### src/verilog/fp_pkg.sv
/*
 * binary32 field widths, exponent bias and limits
 * working exponent type and canonical quiet NaN
 * rounding mode and special-result enums
 */
`default_nettype none

package fp_pkg;

	parameter int EXP_W   = 8;		// exponent field
	parameter int MAN_W   = 23;		// stored fraction, hidden bit not counted
	parameter int BIAS    = 127;
	parameter int EXP_MAX = 255;	// biased exponent of inf and NaN

	// packed float as it sits in a register
	typedef logic [EXP_W+MAN_W:0] word_t;

	// signed working exponent
	// holds e1+e2-bias for any pair of normal inputs, plus headroom
	typedef logic signed [EXP_W+1:0] exp_t;

	// canonical quiet NaN, positive, top fraction bit only
	parameter word_t QNAN = 32'h7fc0_0000;

	// same codes as the RISC-V rm field
	typedef enum logic [2:0] {
		RND_RNE = 3'd0,		// nearest, ties to even
		RND_RTZ = 3'd1,		// towards zero
		RND_RDN = 3'd2,		// towards -inf
		RND_RUP = 3'd3,		// towards +inf
		RND_RMM = 3'd4		// nearest, ties away from zero
	} rnd_mode_e;

	// what the result is forced to, ahead of the arithmetic
	typedef enum logic [1:0] {
		SPEC_NONE = 2'd0,
		SPEC_NAN  = 2'd1,
		SPEC_INF  = 2'd2,
		SPEC_ZERO = 2'd3
	} special_e;

endpackage

`default_nettype wire

### src/verilog/fp_unpack.sv
/*
 * stage a of the binary32 multiplier
 * field split, operand classes, sign and exponent sum, special kind
 * ends in the stage b registers
 */
`timescale 1ns/1ps
`default_nettype none

module fp_unpack #(
	parameter int TAG_W = 6
) (
	input  wire                               clk,
	input  wire                               reset,
	input  wire                               start,
	input  fp_pkg::rnd_mode_e                 rnd,
	input  fp_pkg::word_t                     in_1,
	input  fp_pkg::word_t                     in_2,
	input  wire  [TAG_W-1:0]                  rd,
	output logic                              b_valid,
	output logic                              b_sign,
	output fp_pkg::exp_t                      b_exp,
	output logic [fp_pkg::MAN_W:0]            b_sig_1,
	output logic [fp_pkg::MAN_W:0]            b_sig_2,
	output fp_pkg::special_e                  b_spec,
	output fp_pkg::rnd_mode_e                 b_rnd,
	output logic                              b_exc,
	output logic [TAG_W-1:0]                  b_rd
);

	localparam logic [fp_pkg::EXP_W-1:0] E_MAX = fp_pkg::EXP_MAX[fp_pkg::EXP_W-1:0];

	fp_pkg::word_t               op [2];
	logic [fp_pkg::EXP_W-1:0]    exp_f [2];
	logic [fp_pkg::MAN_W-1:0]    frac_f [2];
	logic [1:0]                  sign_f, is_zero, is_inf, is_nan, is_snan;
	fp_pkg::special_e            spec;
	fp_pkg::exp_t                exp_sum;

	assign op[0] = in_1;
	assign op[1] = in_2;

	always_comb begin
		for (int i = 0; i < 2; i++) begin
			sign_f[i]  = op[i][fp_pkg::EXP_W+fp_pkg::MAN_W];
			exp_f[i]   = op[i][fp_pkg::MAN_W +: fp_pkg::EXP_W];
			frac_f[i]  = op[i][fp_pkg::MAN_W-1:0];
			is_zero[i] = exp_f[i] == '0;	// subnormals flush here
			is_inf[i]  = exp_f[i] == E_MAX && frac_f[i] == '0;
			is_nan[i]  = exp_f[i] == E_MAX && frac_f[i] != '0;
			is_snan[i] = is_nan[i] && !frac_f[i][fp_pkg::MAN_W-1];	// quiet bit clear
		end
	end

	// inf*0 is invalid, gives NaN as well
	always_comb begin
		if (|is_nan || (is_inf[0] && is_zero[1]) || (is_inf[1] && is_zero[0]))
			spec = fp_pkg::SPEC_NAN;
		else if (|is_inf)
			spec = fp_pkg::SPEC_INF;
		else if (|is_zero)
			spec = fp_pkg::SPEC_ZERO;
		else
			spec = fp_pkg::SPEC_NONE;
	end

	// (e1-bias)+(e2-bias)+bias
	assign exp_sum = fp_pkg::exp_t'({2'b00, exp_f[0]}) + fp_pkg::exp_t'({2'b00, exp_f[1]})
		- fp_pkg::exp_t'(fp_pkg::BIAS);

	always_ff @(posedge clk) begin
		if (reset)
			b_valid <= 1'b0;
		else
			b_valid <= start;
	end

	always_ff @(posedge clk) begin
		b_sign  <= sign_f[0] ^ sign_f[1];
		b_exp   <= exp_sum;
		b_sig_1 <= {!is_zero[0], frac_f[0]};	// hidden bit
		b_sig_2 <= {!is_zero[1], frac_f[1]};
		b_spec  <= spec;
		b_rnd   <= rnd;
		b_exc   <= start && (|is_snan);	// invalid op, only for a real issue
		b_rd    <= rd;
	end

endmodule

`default_nettype wire

### src/verilog/fp_mant_mul.sv
/*
 * stage b of the binary32 multiplier
 * 24x24 unsigned significand product, registered as stage c
 * along with the carried sign, exponent, kind, flag, mode and tag
 */
`timescale 1ns/1ps
`default_nettype none

module fp_mant_mul #(
	parameter int TAG_W = 6
) (
	input  wire                               clk,
	input  wire                               reset,
	input  wire                               b_valid,
	input  wire                               b_sign,
	input  fp_pkg::exp_t                      b_exp,
	input  wire  [fp_pkg::MAN_W:0]            b_sig_1,
	input  wire  [fp_pkg::MAN_W:0]            b_sig_2,
	input  fp_pkg::special_e                  b_spec,
	input  fp_pkg::rnd_mode_e                 b_rnd,
	input  wire                               b_exc,
	input  wire  [TAG_W-1:0]                  b_rd,
	output logic                              c_valid,
	output logic                              c_sign,
	output fp_pkg::exp_t                      c_exp,
	output logic [2*fp_pkg::MAN_W+1:0]        c_prod,
	output fp_pkg::special_e                  c_spec,
	output fp_pkg::rnd_mode_e                 c_rnd,
	output logic                              c_exc,
	output logic [TAG_W-1:0]                  c_rd
);

	localparam int SIG_W = fp_pkg::MAN_W + 1;

	logic [2*SIG_W-1:0] prod;

	// behavioural stand-in for a hard multiplier macro
	assign prod = {{SIG_W{1'b0}}, b_sig_1} * {{SIG_W{1'b0}}, b_sig_2};

	always_ff @(posedge clk) begin
		if (reset)
			c_valid <= 1'b0;
		else
			c_valid <= b_valid;
	end

	always_ff @(posedge clk) begin
		c_sign <= b_sign;
		c_exp  <= b_exp;
		c_prod <= prod;
		c_spec <= b_spec;
		c_rnd  <= b_rnd;
		c_exc  <= b_valid && b_exc;	// flag only ever seen with valid
		c_rd   <= b_rd;
	end

endmodule

`default_nettype wire

### src/verilog/fp_round.sv
/*
 * stage c of the binary32 multiplier, combinational
 * one-place normalize, round by mode, overflow and flush-to-zero
 * packs the result word, special kinds first
 */
`timescale 1ns/1ps
`default_nettype none

module fp_round (
	input  wire                               c_sign,
	input  fp_pkg::exp_t                      c_exp,
	input  wire  [2*fp_pkg::MAN_W+1:0]        c_prod,
	input  fp_pkg::special_e                  c_spec,
	input  fp_pkg::rnd_mode_e                 c_rnd,
	output fp_pkg::word_t                     res
);

	localparam int TOP = 2*fp_pkg::MAN_W + 1;	// product msb, set when >= 2.0

	localparam logic [fp_pkg::EXP_W-1:0] E_INF = '1;
	localparam logic [fp_pkg::EXP_W-1:0] E_BIG = {{(fp_pkg::EXP_W-1){1'b1}}, 1'b0};

	logic [TOP:0]               norm;
	logic [fp_pkg::MAN_W-1:0]   frac;
	logic                       guard, sticky, lsb;
	fp_pkg::exp_t               exp_n, exp_r;
	logic                       inc;
	logic [fp_pkg::MAN_W:0]     rounded;
	logic                       carry;
	logic                       ovf, unf;
	logic                       keep_max;

	// product is in [1,4), so at most one place of shift
	always_comb begin
		norm   = c_prod[TOP] ? c_prod : {c_prod[TOP-1:0], 1'b0};
		frac   = norm[TOP-1 -: fp_pkg::MAN_W];
		guard  = norm[TOP-1-fp_pkg::MAN_W];
		sticky = |norm[TOP-2-fp_pkg::MAN_W:0];
		lsb    = frac[0];
		exp_n  = c_exp + fp_pkg::exp_t'(c_prod[TOP]);
	end

	always_comb begin
		case (c_rnd)
		fp_pkg::RND_RNE: inc = guard && (sticky || lsb);	// tie goes to even
		fp_pkg::RND_RTZ: inc = 1'b0;
		fp_pkg::RND_RDN: inc = c_sign && (guard || sticky);
		fp_pkg::RND_RUP: inc = !c_sign && (guard || sticky);
		fp_pkg::RND_RMM: inc = guard;
		default:         inc = 1'b0;
		endcase
	end

	// an all-ones fraction wraps to zero, exponent takes the carry
	assign rounded = {1'b0, frac} + {{fp_pkg::MAN_W{1'b0}}, inc};
	assign carry   = rounded[fp_pkg::MAN_W];
	assign exp_r   = exp_n + fp_pkg::exp_t'(carry);

	assign ovf = exp_r >= fp_pkg::exp_t'(fp_pkg::EXP_MAX);
	assign unf = exp_r <= fp_pkg::exp_t'(0);	// no subnormal results

	// modes that never round away from zero stop at the largest finite
	assign keep_max = c_rnd == fp_pkg::RND_RTZ ||
		(c_rnd == fp_pkg::RND_RDN && !c_sign) ||
		(c_rnd == fp_pkg::RND_RUP && c_sign);

	always_comb begin
		case (c_spec)
		fp_pkg::SPEC_NAN:
			res = fp_pkg::QNAN;
		fp_pkg::SPEC_INF:
			res = {c_sign, E_INF, {fp_pkg::MAN_W{1'b0}}};
		fp_pkg::SPEC_ZERO:
			res = {c_sign, {fp_pkg::EXP_W{1'b0}}, {fp_pkg::MAN_W{1'b0}}};
		default: begin
			if (ovf) begin
				if (keep_max)
					res = {c_sign, E_BIG, {fp_pkg::MAN_W{1'b1}}};
				else
					res = {c_sign, E_INF, {fp_pkg::MAN_W{1'b0}}};
			end else if (unf) begin
				res = {c_sign, {fp_pkg::EXP_W{1'b0}}, {fp_pkg::MAN_W{1'b0}}};	// flush
			end else begin
				res = {c_sign, exp_r[fp_pkg::EXP_W-1:0], rounded[fp_pkg::MAN_W-1:0]};
			end
		end
		endcase
	end

endmodule

`default_nettype wire

### src/verilog/fp_mul_top.sv
/*
 * pipelined binary32 multiplier, start to valid in two cycles
 * unpack, significand multiply and round stages, tag carried along
 */
`timescale 1ns/1ps
`default_nettype none

module fp_mul_top #(
	parameter int TAG_W = 6
) (
	input  wire                  clk,
	input  wire                  reset,
	input  wire                  start,
	input  fp_pkg::rnd_mode_e    rnd,
	input  fp_pkg::word_t        in_1,
	input  fp_pkg::word_t        in_2,
	input  wire  [TAG_W-1:0]     rd,
	output logic                 valid,
	output fp_pkg::word_t        res,
	output logic                 exception,
	output logic [TAG_W-1:0]     rd_out
);

	// stage b
	logic                        b_valid, b_sign, b_exc;
	fp_pkg::exp_t                b_exp;
	logic [fp_pkg::MAN_W:0]      b_sig_1, b_sig_2;
	fp_pkg::special_e            b_spec;
	fp_pkg::rnd_mode_e           b_rnd;
	logic [TAG_W-1:0]            b_rd;

	// stage c
	logic                        c_valid, c_sign, c_exc;
	fp_pkg::exp_t                c_exp;
	logic [2*fp_pkg::MAN_W+1:0]  c_prod;
	fp_pkg::special_e            c_spec;
	fp_pkg::rnd_mode_e           c_rnd;
	logic [TAG_W-1:0]            c_rd;

	fp_unpack #(.TAG_W(TAG_W)) u_unpack (
		.clk, .reset, .start, .rnd, .in_1, .in_2, .rd,
		.b_valid, .b_sign, .b_exp, .b_sig_1, .b_sig_2,
		.b_spec, .b_rnd, .b_exc, .b_rd
	);

	fp_mant_mul #(.TAG_W(TAG_W)) u_mant_mul (
		.clk, .reset,
		.b_valid, .b_sign, .b_exp, .b_sig_1, .b_sig_2,
		.b_spec, .b_rnd, .b_exc, .b_rd,
		.c_valid, .c_sign, .c_exp, .c_prod, .c_spec, .c_rnd, .c_exc, .c_rd
	);

	fp_round u_round (
		.c_sign, .c_exp, .c_prod, .c_spec, .c_rnd, .res
	);

	assign valid     = c_valid;
	assign exception = c_exc;
	assign rd_out    = c_rd;

endmodule

`default_nettype wire

### config.mk
export PLATFORM = sky130hd
export DESIGN_NAME = fp_mul_top
export DESIGN_NICKNAME = d
export VERILOG_FILES = /design/src/verilog/fp_pkg.sv /design/src/verilog/fp_unpack.sv /design/src/verilog/fp_mant_mul.sv /design/src/verilog/fp_round.sv /design/src/verilog/fp_mul_top.sv
export SDC_FILE = /design/constraint.sdc
export NUM_CORES = 2
export LEC_CHECK = 0
export BUFFER_PORTS_ARGS = -buffer_cell sky130_fd_sc_hd__clkbuf_2
export CAP_MARGIN = 20
export CORE_ASPECT_RATIO = 1.75
export CORE_MARGIN = 5
export CORE_UTILIZATION = 65
export CTS_CLUSTER_SIZE = 25
export DETAILED_ROUTE_END_ITERATION = 7
export PLACE_DENSITY = 0.84
export SYNTH_ARGS = -nofsm -noshare
export SYNTH_HDL_FRONTEND = slang
export SYNTH_SLANG_ARGS = --single-unit
### constraint.sdc
create_clock -name clk -period 8.9 [get_ports clk]
set_input_delay 0 -clock clk [delete_from_list [all_inputs] [get_ports clk]]
set_output_delay 0 -clock clk [all_outputs]
set_load 0.02 [all_outputs]
After elaboration in Yosys (flattened, before gate mapping)
Cells that the tools add are included.
{"block": "word_totals", "ff_bits": 144, "input_bits": 76, "out_inout_bits": 40}
{"block": "classes", "magnitude_cmp": 2, "eq_ne": 9, "muxes": 8, "reduce_logical": 38, "n_addsub": 5, "n_bitwise": 1, "mul": 1}
{"operator": "32-bit case mux with 3 select lines", "n": 1}
{"operator": "31-bit two-way mux", "n": 2}
{"operator": "24-bit by 24-bit multiplier with 48-bit output", "n": 1}
{"operator": "47-bit two-way mux", "n": 1}
{"operator": "23-bit zero test", "n": 2}
{"operator": "23-bit nonzero test", "n": 2}
{"operator": "23-bit by 1-bit adder with 24-bit output", "n": 1}
{"operator": "24-bit two-way mux", "n": 1}
{"operator": "23-bit OR reduction", "n": 1}
{"operator": "10-bit by 2-bit adder with 10-bit output", "n": 2}
{"operator": "8-bit == test (second input constant)", "n": 2}
{"operator": "8-bit zero test", "n": 2}
{"operator": "1-bit logical AND", "n": 15}
{"operator": "10-bit by 9-bit greater-or-equal comparator with 1-bit output (second input constant)", "n": 1}
{"operator": "10-bit by 1-bit less-or-equal comparator with 1-bit output (second input constant)", "n": 1}
{"operator": "10-bit by 8-bit subtractor with 10-bit output (second input constant)", "n": 1}
{"operator": "8-bit by 8-bit adder with 9-bit output", "n": 1}
{"operator": "2-bit OR reduction", "n": 4}
{"operator": "3-bit by 2-bit == test with 1-bit output (second input constant)", "n": 2}
{"operator": "1-bit logical OR", "n": 6}
{"operator": "1-bit zero test", "n": 5}
{"operator": "2-bit == test (second input constant)", "n": 2}
{"operator": "2-bit two-way mux", "n": 2}
{"operator": "1-bit case mux with 4 select lines", "n": 1}
{"operator": "other kinds (5)", "n": 5}

Longest topological paths before layout
{"block": "depth", "ltp_word": 11, "ltp_mapped": 27}

Modules after synthesis
From an unflattened synthesis, not the netlist that was laid out.
{"block": "hier_totals", "hier_cells": 2730, "area_unflattened_um2": 24696.2}
{"module": "fp_mant_mul", "area_each_um2": 20593.5, "cells_each": 2260, "instances": 1}
{"module": "fp_unpack", "area_each_um2": 2114.5, "cells_each": 166, "instances": 1}
{"module": "fp_round", "area_each_um2": 1988.2, "cells_each": 304, "instances": 1}

Least setup slack after synthesis
No wires, ideal clock.
{"block": "synth_path", "path_kind": "flip-flop to flip-flop", "start": "reg u_unpack.b_sig_2[3] in the netlist's numbering", "end": "reg u_mant_mul.c_prod[46] in the netlist's numbering", "n_path_buf": 2, "setup_slack_ns": 2.069, "path_stages_with_launch": 28, "arrival_ns": 6.728, "cell_sequence": "dfxtp_1 -> clkbuf_1 -> nand2_1 -> fa_1 -> inv_1 -> fa_1 -> inv_1 -> fa_1 -> inv_1 -> fa_1 -> inv_1 -> fa_1 -> inv_1 -> fa_1 -> inv_1 -> fa_1 -> inv_1 -> ha_1 -> buf_4 -> o21a_1 -> o211a_4 -> a221oi_2 -> or3_4 -> a311oi_2 -> o21ai_2 -> a221oi_2 -> mux2i_1 -> a2111oi_2"}
{"block": "synth_between", "elab_chain_len": 1}
{"element": "from (decl)", "line": "fp_unpack.sv:23", "rtl": "output logic [fp_pkg::MAN_W:0] b_sig_2,"}
{"element": "from (signal assigned)", "line": "fp_unpack.sv:81", "rtl": "b_sig_2 <= {!is_zero[1], frac_f[1]};"}
{"element": "24-bit by 24-bit multiplier with 48-bit output", "line": "fp_mant_mul.sv:38", "rtl": "assign prod = {{SIG_W{1'b0}}, b_sig_1} * {{SIG_W{1'b0}}, b_sig_2};"}
{"element": "net u_mant_mul.prod[46]", "line": "fp_mant_mul.sv:35", "rtl": "logic [2*SIG_W-1:0] prod;"}
{"element": "to (signal assigned)", "line": "fp_mant_mul.sv:50", "rtl": "c_prod <= prod;"}
{"element": "to (decl)", "line": "fp_mant_mul.sv:26", "rtl": "output logic [2*fp_pkg::MAN_W+1:0] c_prod,"}
The timed path passes the listed nets, and every way through them passes these cells.
A chain may end at the register's enable or synchronous reset.

Final worst setup path
{"block": "layout_path", "start": "reg u_unpack.b_sig_2[9] in the netlist's numbering", "end": "reg u_mant_mul.c_prod[41] in the netlist's numbering"}
The elaborated chain is that of the path after synthesis.

==> metrics.md <==
| Metric | Value |
|---|---|
| Status | finished, final reports clean |
| Final Max Tran Viols | 0 |
| Vias in the first global route | 21700 |
| Yosys cell types | 72 |
| Clock root buffer | clkbuf_16 |
| Critical path required time | 9.26 ns |
| PortBufs | 115 |
| Cell with the most instances on the worst path | fa_1 |
| Die Wd | 156 um |
| CTS tree | yes |
| Delay of the slowest cell on the worst path | 1.09 ns |
| Core ar. | 36900 sq um |
| Clk_skew | 0.0301 ns |
| Grt ovf | 0 |
| Number of flops mapped to enable cells by yosys | 0 |
| Synth Flop Type | dfxtp_1 |
| Setup Buffers After CTS | 0 |
| Unrepaired setup endpoints after global routing | no |
| Type of origin of the critical path | register |
| Worst skew pair latency | 0.47 ns |
| # setup viols final | 0 |
| Cells taking the most area after synthesis | fa_1 40%, dfxtp_1 12%, ha_1 9.8% |
| H-tree depth | 4 |
| Clock buffers created by TritonCTS | 17 |
| Critical path capture point type | register |
| Arr. time, crit path | 8.14 ns |
| Hold depth | 3 |
| Synthesized instance count | 2711 |
| Die area | 41600 sq um |
| WL/cell | 21.4 um |
| Min Tclk post-route | 7.78 ns |
| Worst-Margin Slew | 1.19 ns |
| Share of cells above drive strength 1 | 0.0717 |
| CP Cell Sequence | nand2_1 -> fa_1 -> inv_1 -> fa_1 -> inv_1 -> fa_1 -> inv_1 -> fa_1 -> fa_1 -> fa_1 -> inv_1 -> fa_1 -> inv_1 -> ha_1 -> nand4_1 -> a2111oi_0 -> o211ai_1 -> a21boi_1 -> a21oi_1 -> a311oi_1 |
| Residual DRC | 0 |
| Syn Area/Cell | 8.98 sq um |
| Worst-path maximum fanout | 24 |
| Global-route wire length before repair | 112 mm |
| Starting Density | 0.660 |
| Design area | 26600 sq um |
| ANT nets after route | 0 |
| Reg clk slew, reported paths | 0.08 ns |
| Num rows | 93 |
| RePlAce Congestion | 0.981 |
| Area growth syn-to-layout | 9.21% |
| Max cap viols | 0 |
| Hold_ws | 0.0141 ns |
| Final Net Count | 3568 |
| Clock sink count | 144 |
| Largest area contributor in the netlist | fa_1 |
| Total GRT Usage | 0.349 |
| Iter 0 DRT Violations | 1435 |
| Yosys reg bits | 144 |
| WP depth | 20 |
| Final period util | 0.875 |
| Final std cells w/o fill | 3305 |
| Net Count, Synth | 3462 |
| Max Fclk | 0.128 GHz |
| WS Path Type | register to register |
| Antenna violations before repair | 1 |
| Delay-heaviest family, CP | adder cells |
| Slowest cell on crit path | dfxtp_1 |
| Filler cell count | 2637 |
| Mapped cell area | 24400 sq um |
| Dpl cell area | 25300 sq um |
| DRT Wirelength | 70.6 mm |
| Hpwl dp | 54.6 mm |
| Synth top area share | 0.398 |
| Max clock buf depth | 2 |
| Seq/Total Area, Yosys | 0.118 |
| Placed instance count | 3203 |
| Hold Crit Class | primary input to register |
| Vias | 19400 |
| Worst slew margin | 0.206 |
| Yosys warnings | 0 |
| # diodes | 0 |
| Ports | 116 |
| Via density per instance | 5.88 |
| Fin. Hold Viols | 0 |
| Largest net degree at the start of global routing | 46 |
| Ys async rst share | 0 |
| DIE HEIGHT | 266 um |
| R2R depth | 20 |
| Initial DRT Pass Iterations | 6 |
| WP buf/inv | 5 |
| Setup TNS | 0 ns |
state kept, by name (all words and copies together), names as in the netlist, 3 cells and up:
signal,flops
u_mant_mul.c_rnd,3
u_unpack.b_rd,6
u_mant_mul.c_exp,10
u_mant_mul.c_prod,48
u_unpack.b_rnd,3
u_unpack.b_exp,10
u_unpack.b_sig_1,24
u_mant_mul.c_rd,6
u_unpack.b_sig_2,24
final cells by class:
class | count | area [sq um] | area share
clock buffers | 17 | 425 | 0.0160
flip-flops and latches | 144 | 2880 | 0.108
repair buffers | 214 | 1510 | 0.0568
clock inverters | 15 | 185 | 0.00696
multi-input cells | 1869 | 18900 | 0.709
inverters | 571 | 2140 | 0.0806
well taps | 475 | 594 | 0.0223
worst min-delay path, cell delays in order:
cell	delay [ns]
clkbuf_2	0.11
ha_1	0.19
ha_1	0.14
cell usage in the layout, fill, tap and decap left out, types with 5 or more instances in the layout:
master | Yosys | layout
buf_4 | 2 | 29
o21bai_1 | 11 | 11
nor2_1 | 51 | 51
nand3_1 | 29 | 29
ha_1 | 191 | 191
fa_1 | 484 | 484
nor2b_1 | 8 | 8
o21ai_0 | 32 | 32
o211ai_1 | 16 | 16
xnor2_1 | 59 | 59
nor4_1 | 23 | 22
nor3b_1 | 5 | 5
and2_1 | 294 | 294
xor2_1 | 31 | 31
a21oi_1 | 95 | 95
a21o_1 | 26 | 26
nand2_1 | 370 | 370
nor3_1 | 18 | 18
or3_1 | 6 | 6
inv_1 | 571 | 571
dfxtp_1 | 144 | 143
clkinv_8 | 0 | 6
mux2i_1 | 13 | 13
a31oi_1 | 12 | 11
clkbuf_16 | 0 | 17
clkbuf_2 | 0 | 115
dlygate4sd3_1 | 0 | 69
nand2b_1 | 7 | 7
nand4_1 | 20 | 20
per-layer routing:
layer,part of all wire,global-route usage,vias up
met5,0,0,-
met3,0.076,0.0593,404
met4,0.086,0.243,0
met1,0.32,0.368,9585
li1,-,-,8395
met2,0.52,0.623,1045
cells in the mapped netlist, types with 3 or more instances:
library cell / n
o21a_1: 4
fa_1: 484
and2_1: 294
or3_1: 6
nand2b_1: 7
a21o_1: 26
dfxtp_1: 144
nand4_1: 20
o31ai_1: 4
a21oi_1: 95
a211oi_1: 3
and3_1: 4
nand3_1: 29
buf_2: 7
o2111ai_1: 3
o21bai_1: 11
nor4b_1: 3
o211ai_1: 16
nand3b_1: 3
nor3b_1: 5
nor3_1: 18
mux2i_1: 13
xor2_1: 31
ha_1: 191
nor2b_1: 8
buf_1: 3
a31oi_1: 12
xnor2_1: 59
clkbuf_1: 115
inv_1: 571
a221oi_2: 3
nor4_1: 23
o21ai_0: 32
nand2_1: 370
nor2_1: 51
mux2_2: 3
final timing paths:
| path | from | end | slack, ns |
|---|---|---|---|
| max | u_unpack.b_sig_2[9] | u_mant_mul.c_prod[41] | 1.12 |
| min | in_1[23] | u_unpack.b_exp[1] | 0.01 |
| max reg2reg | u_unpack.b_sig_2[9] | u_mant_mul.c_prod[41] | 1.12 |
| min reg2reg | u_unpack.b_exp[8] | u_mant_mul.c_exp[8] | 0.32 |
stage by stage:
stage | setup slack [ns] | utilization
floorplan | 2.07 | -
global placement | 1.33 | 0.685
detailed placement | 1.26 | 0.685
CTS | 1.21 | 0.720
global route | 0.889 | 0.721
finish | 1.12 | 0.721
kinds of logic after synthesis:
family | count (synthesis) | synth area share
simple gates | 853 | 0.176
flops | 144 | 0.118
compound gates | 234 | 0.0620
mux | 17 | 0.00719
fa+ha+maj | 675 | 0.496
xor+xnor | 90 | 0.0324
buf+inv | 698 | 0.108
what timing repair did:
item                      CTS  global route
resized for setup           0             0
hold buffers               69             0
hold endpoints to repair   63             0
Power is left out: the tool's default activity adds up to more than one toggle a clock period on the data nets, which glitch-free logic cannot reach.
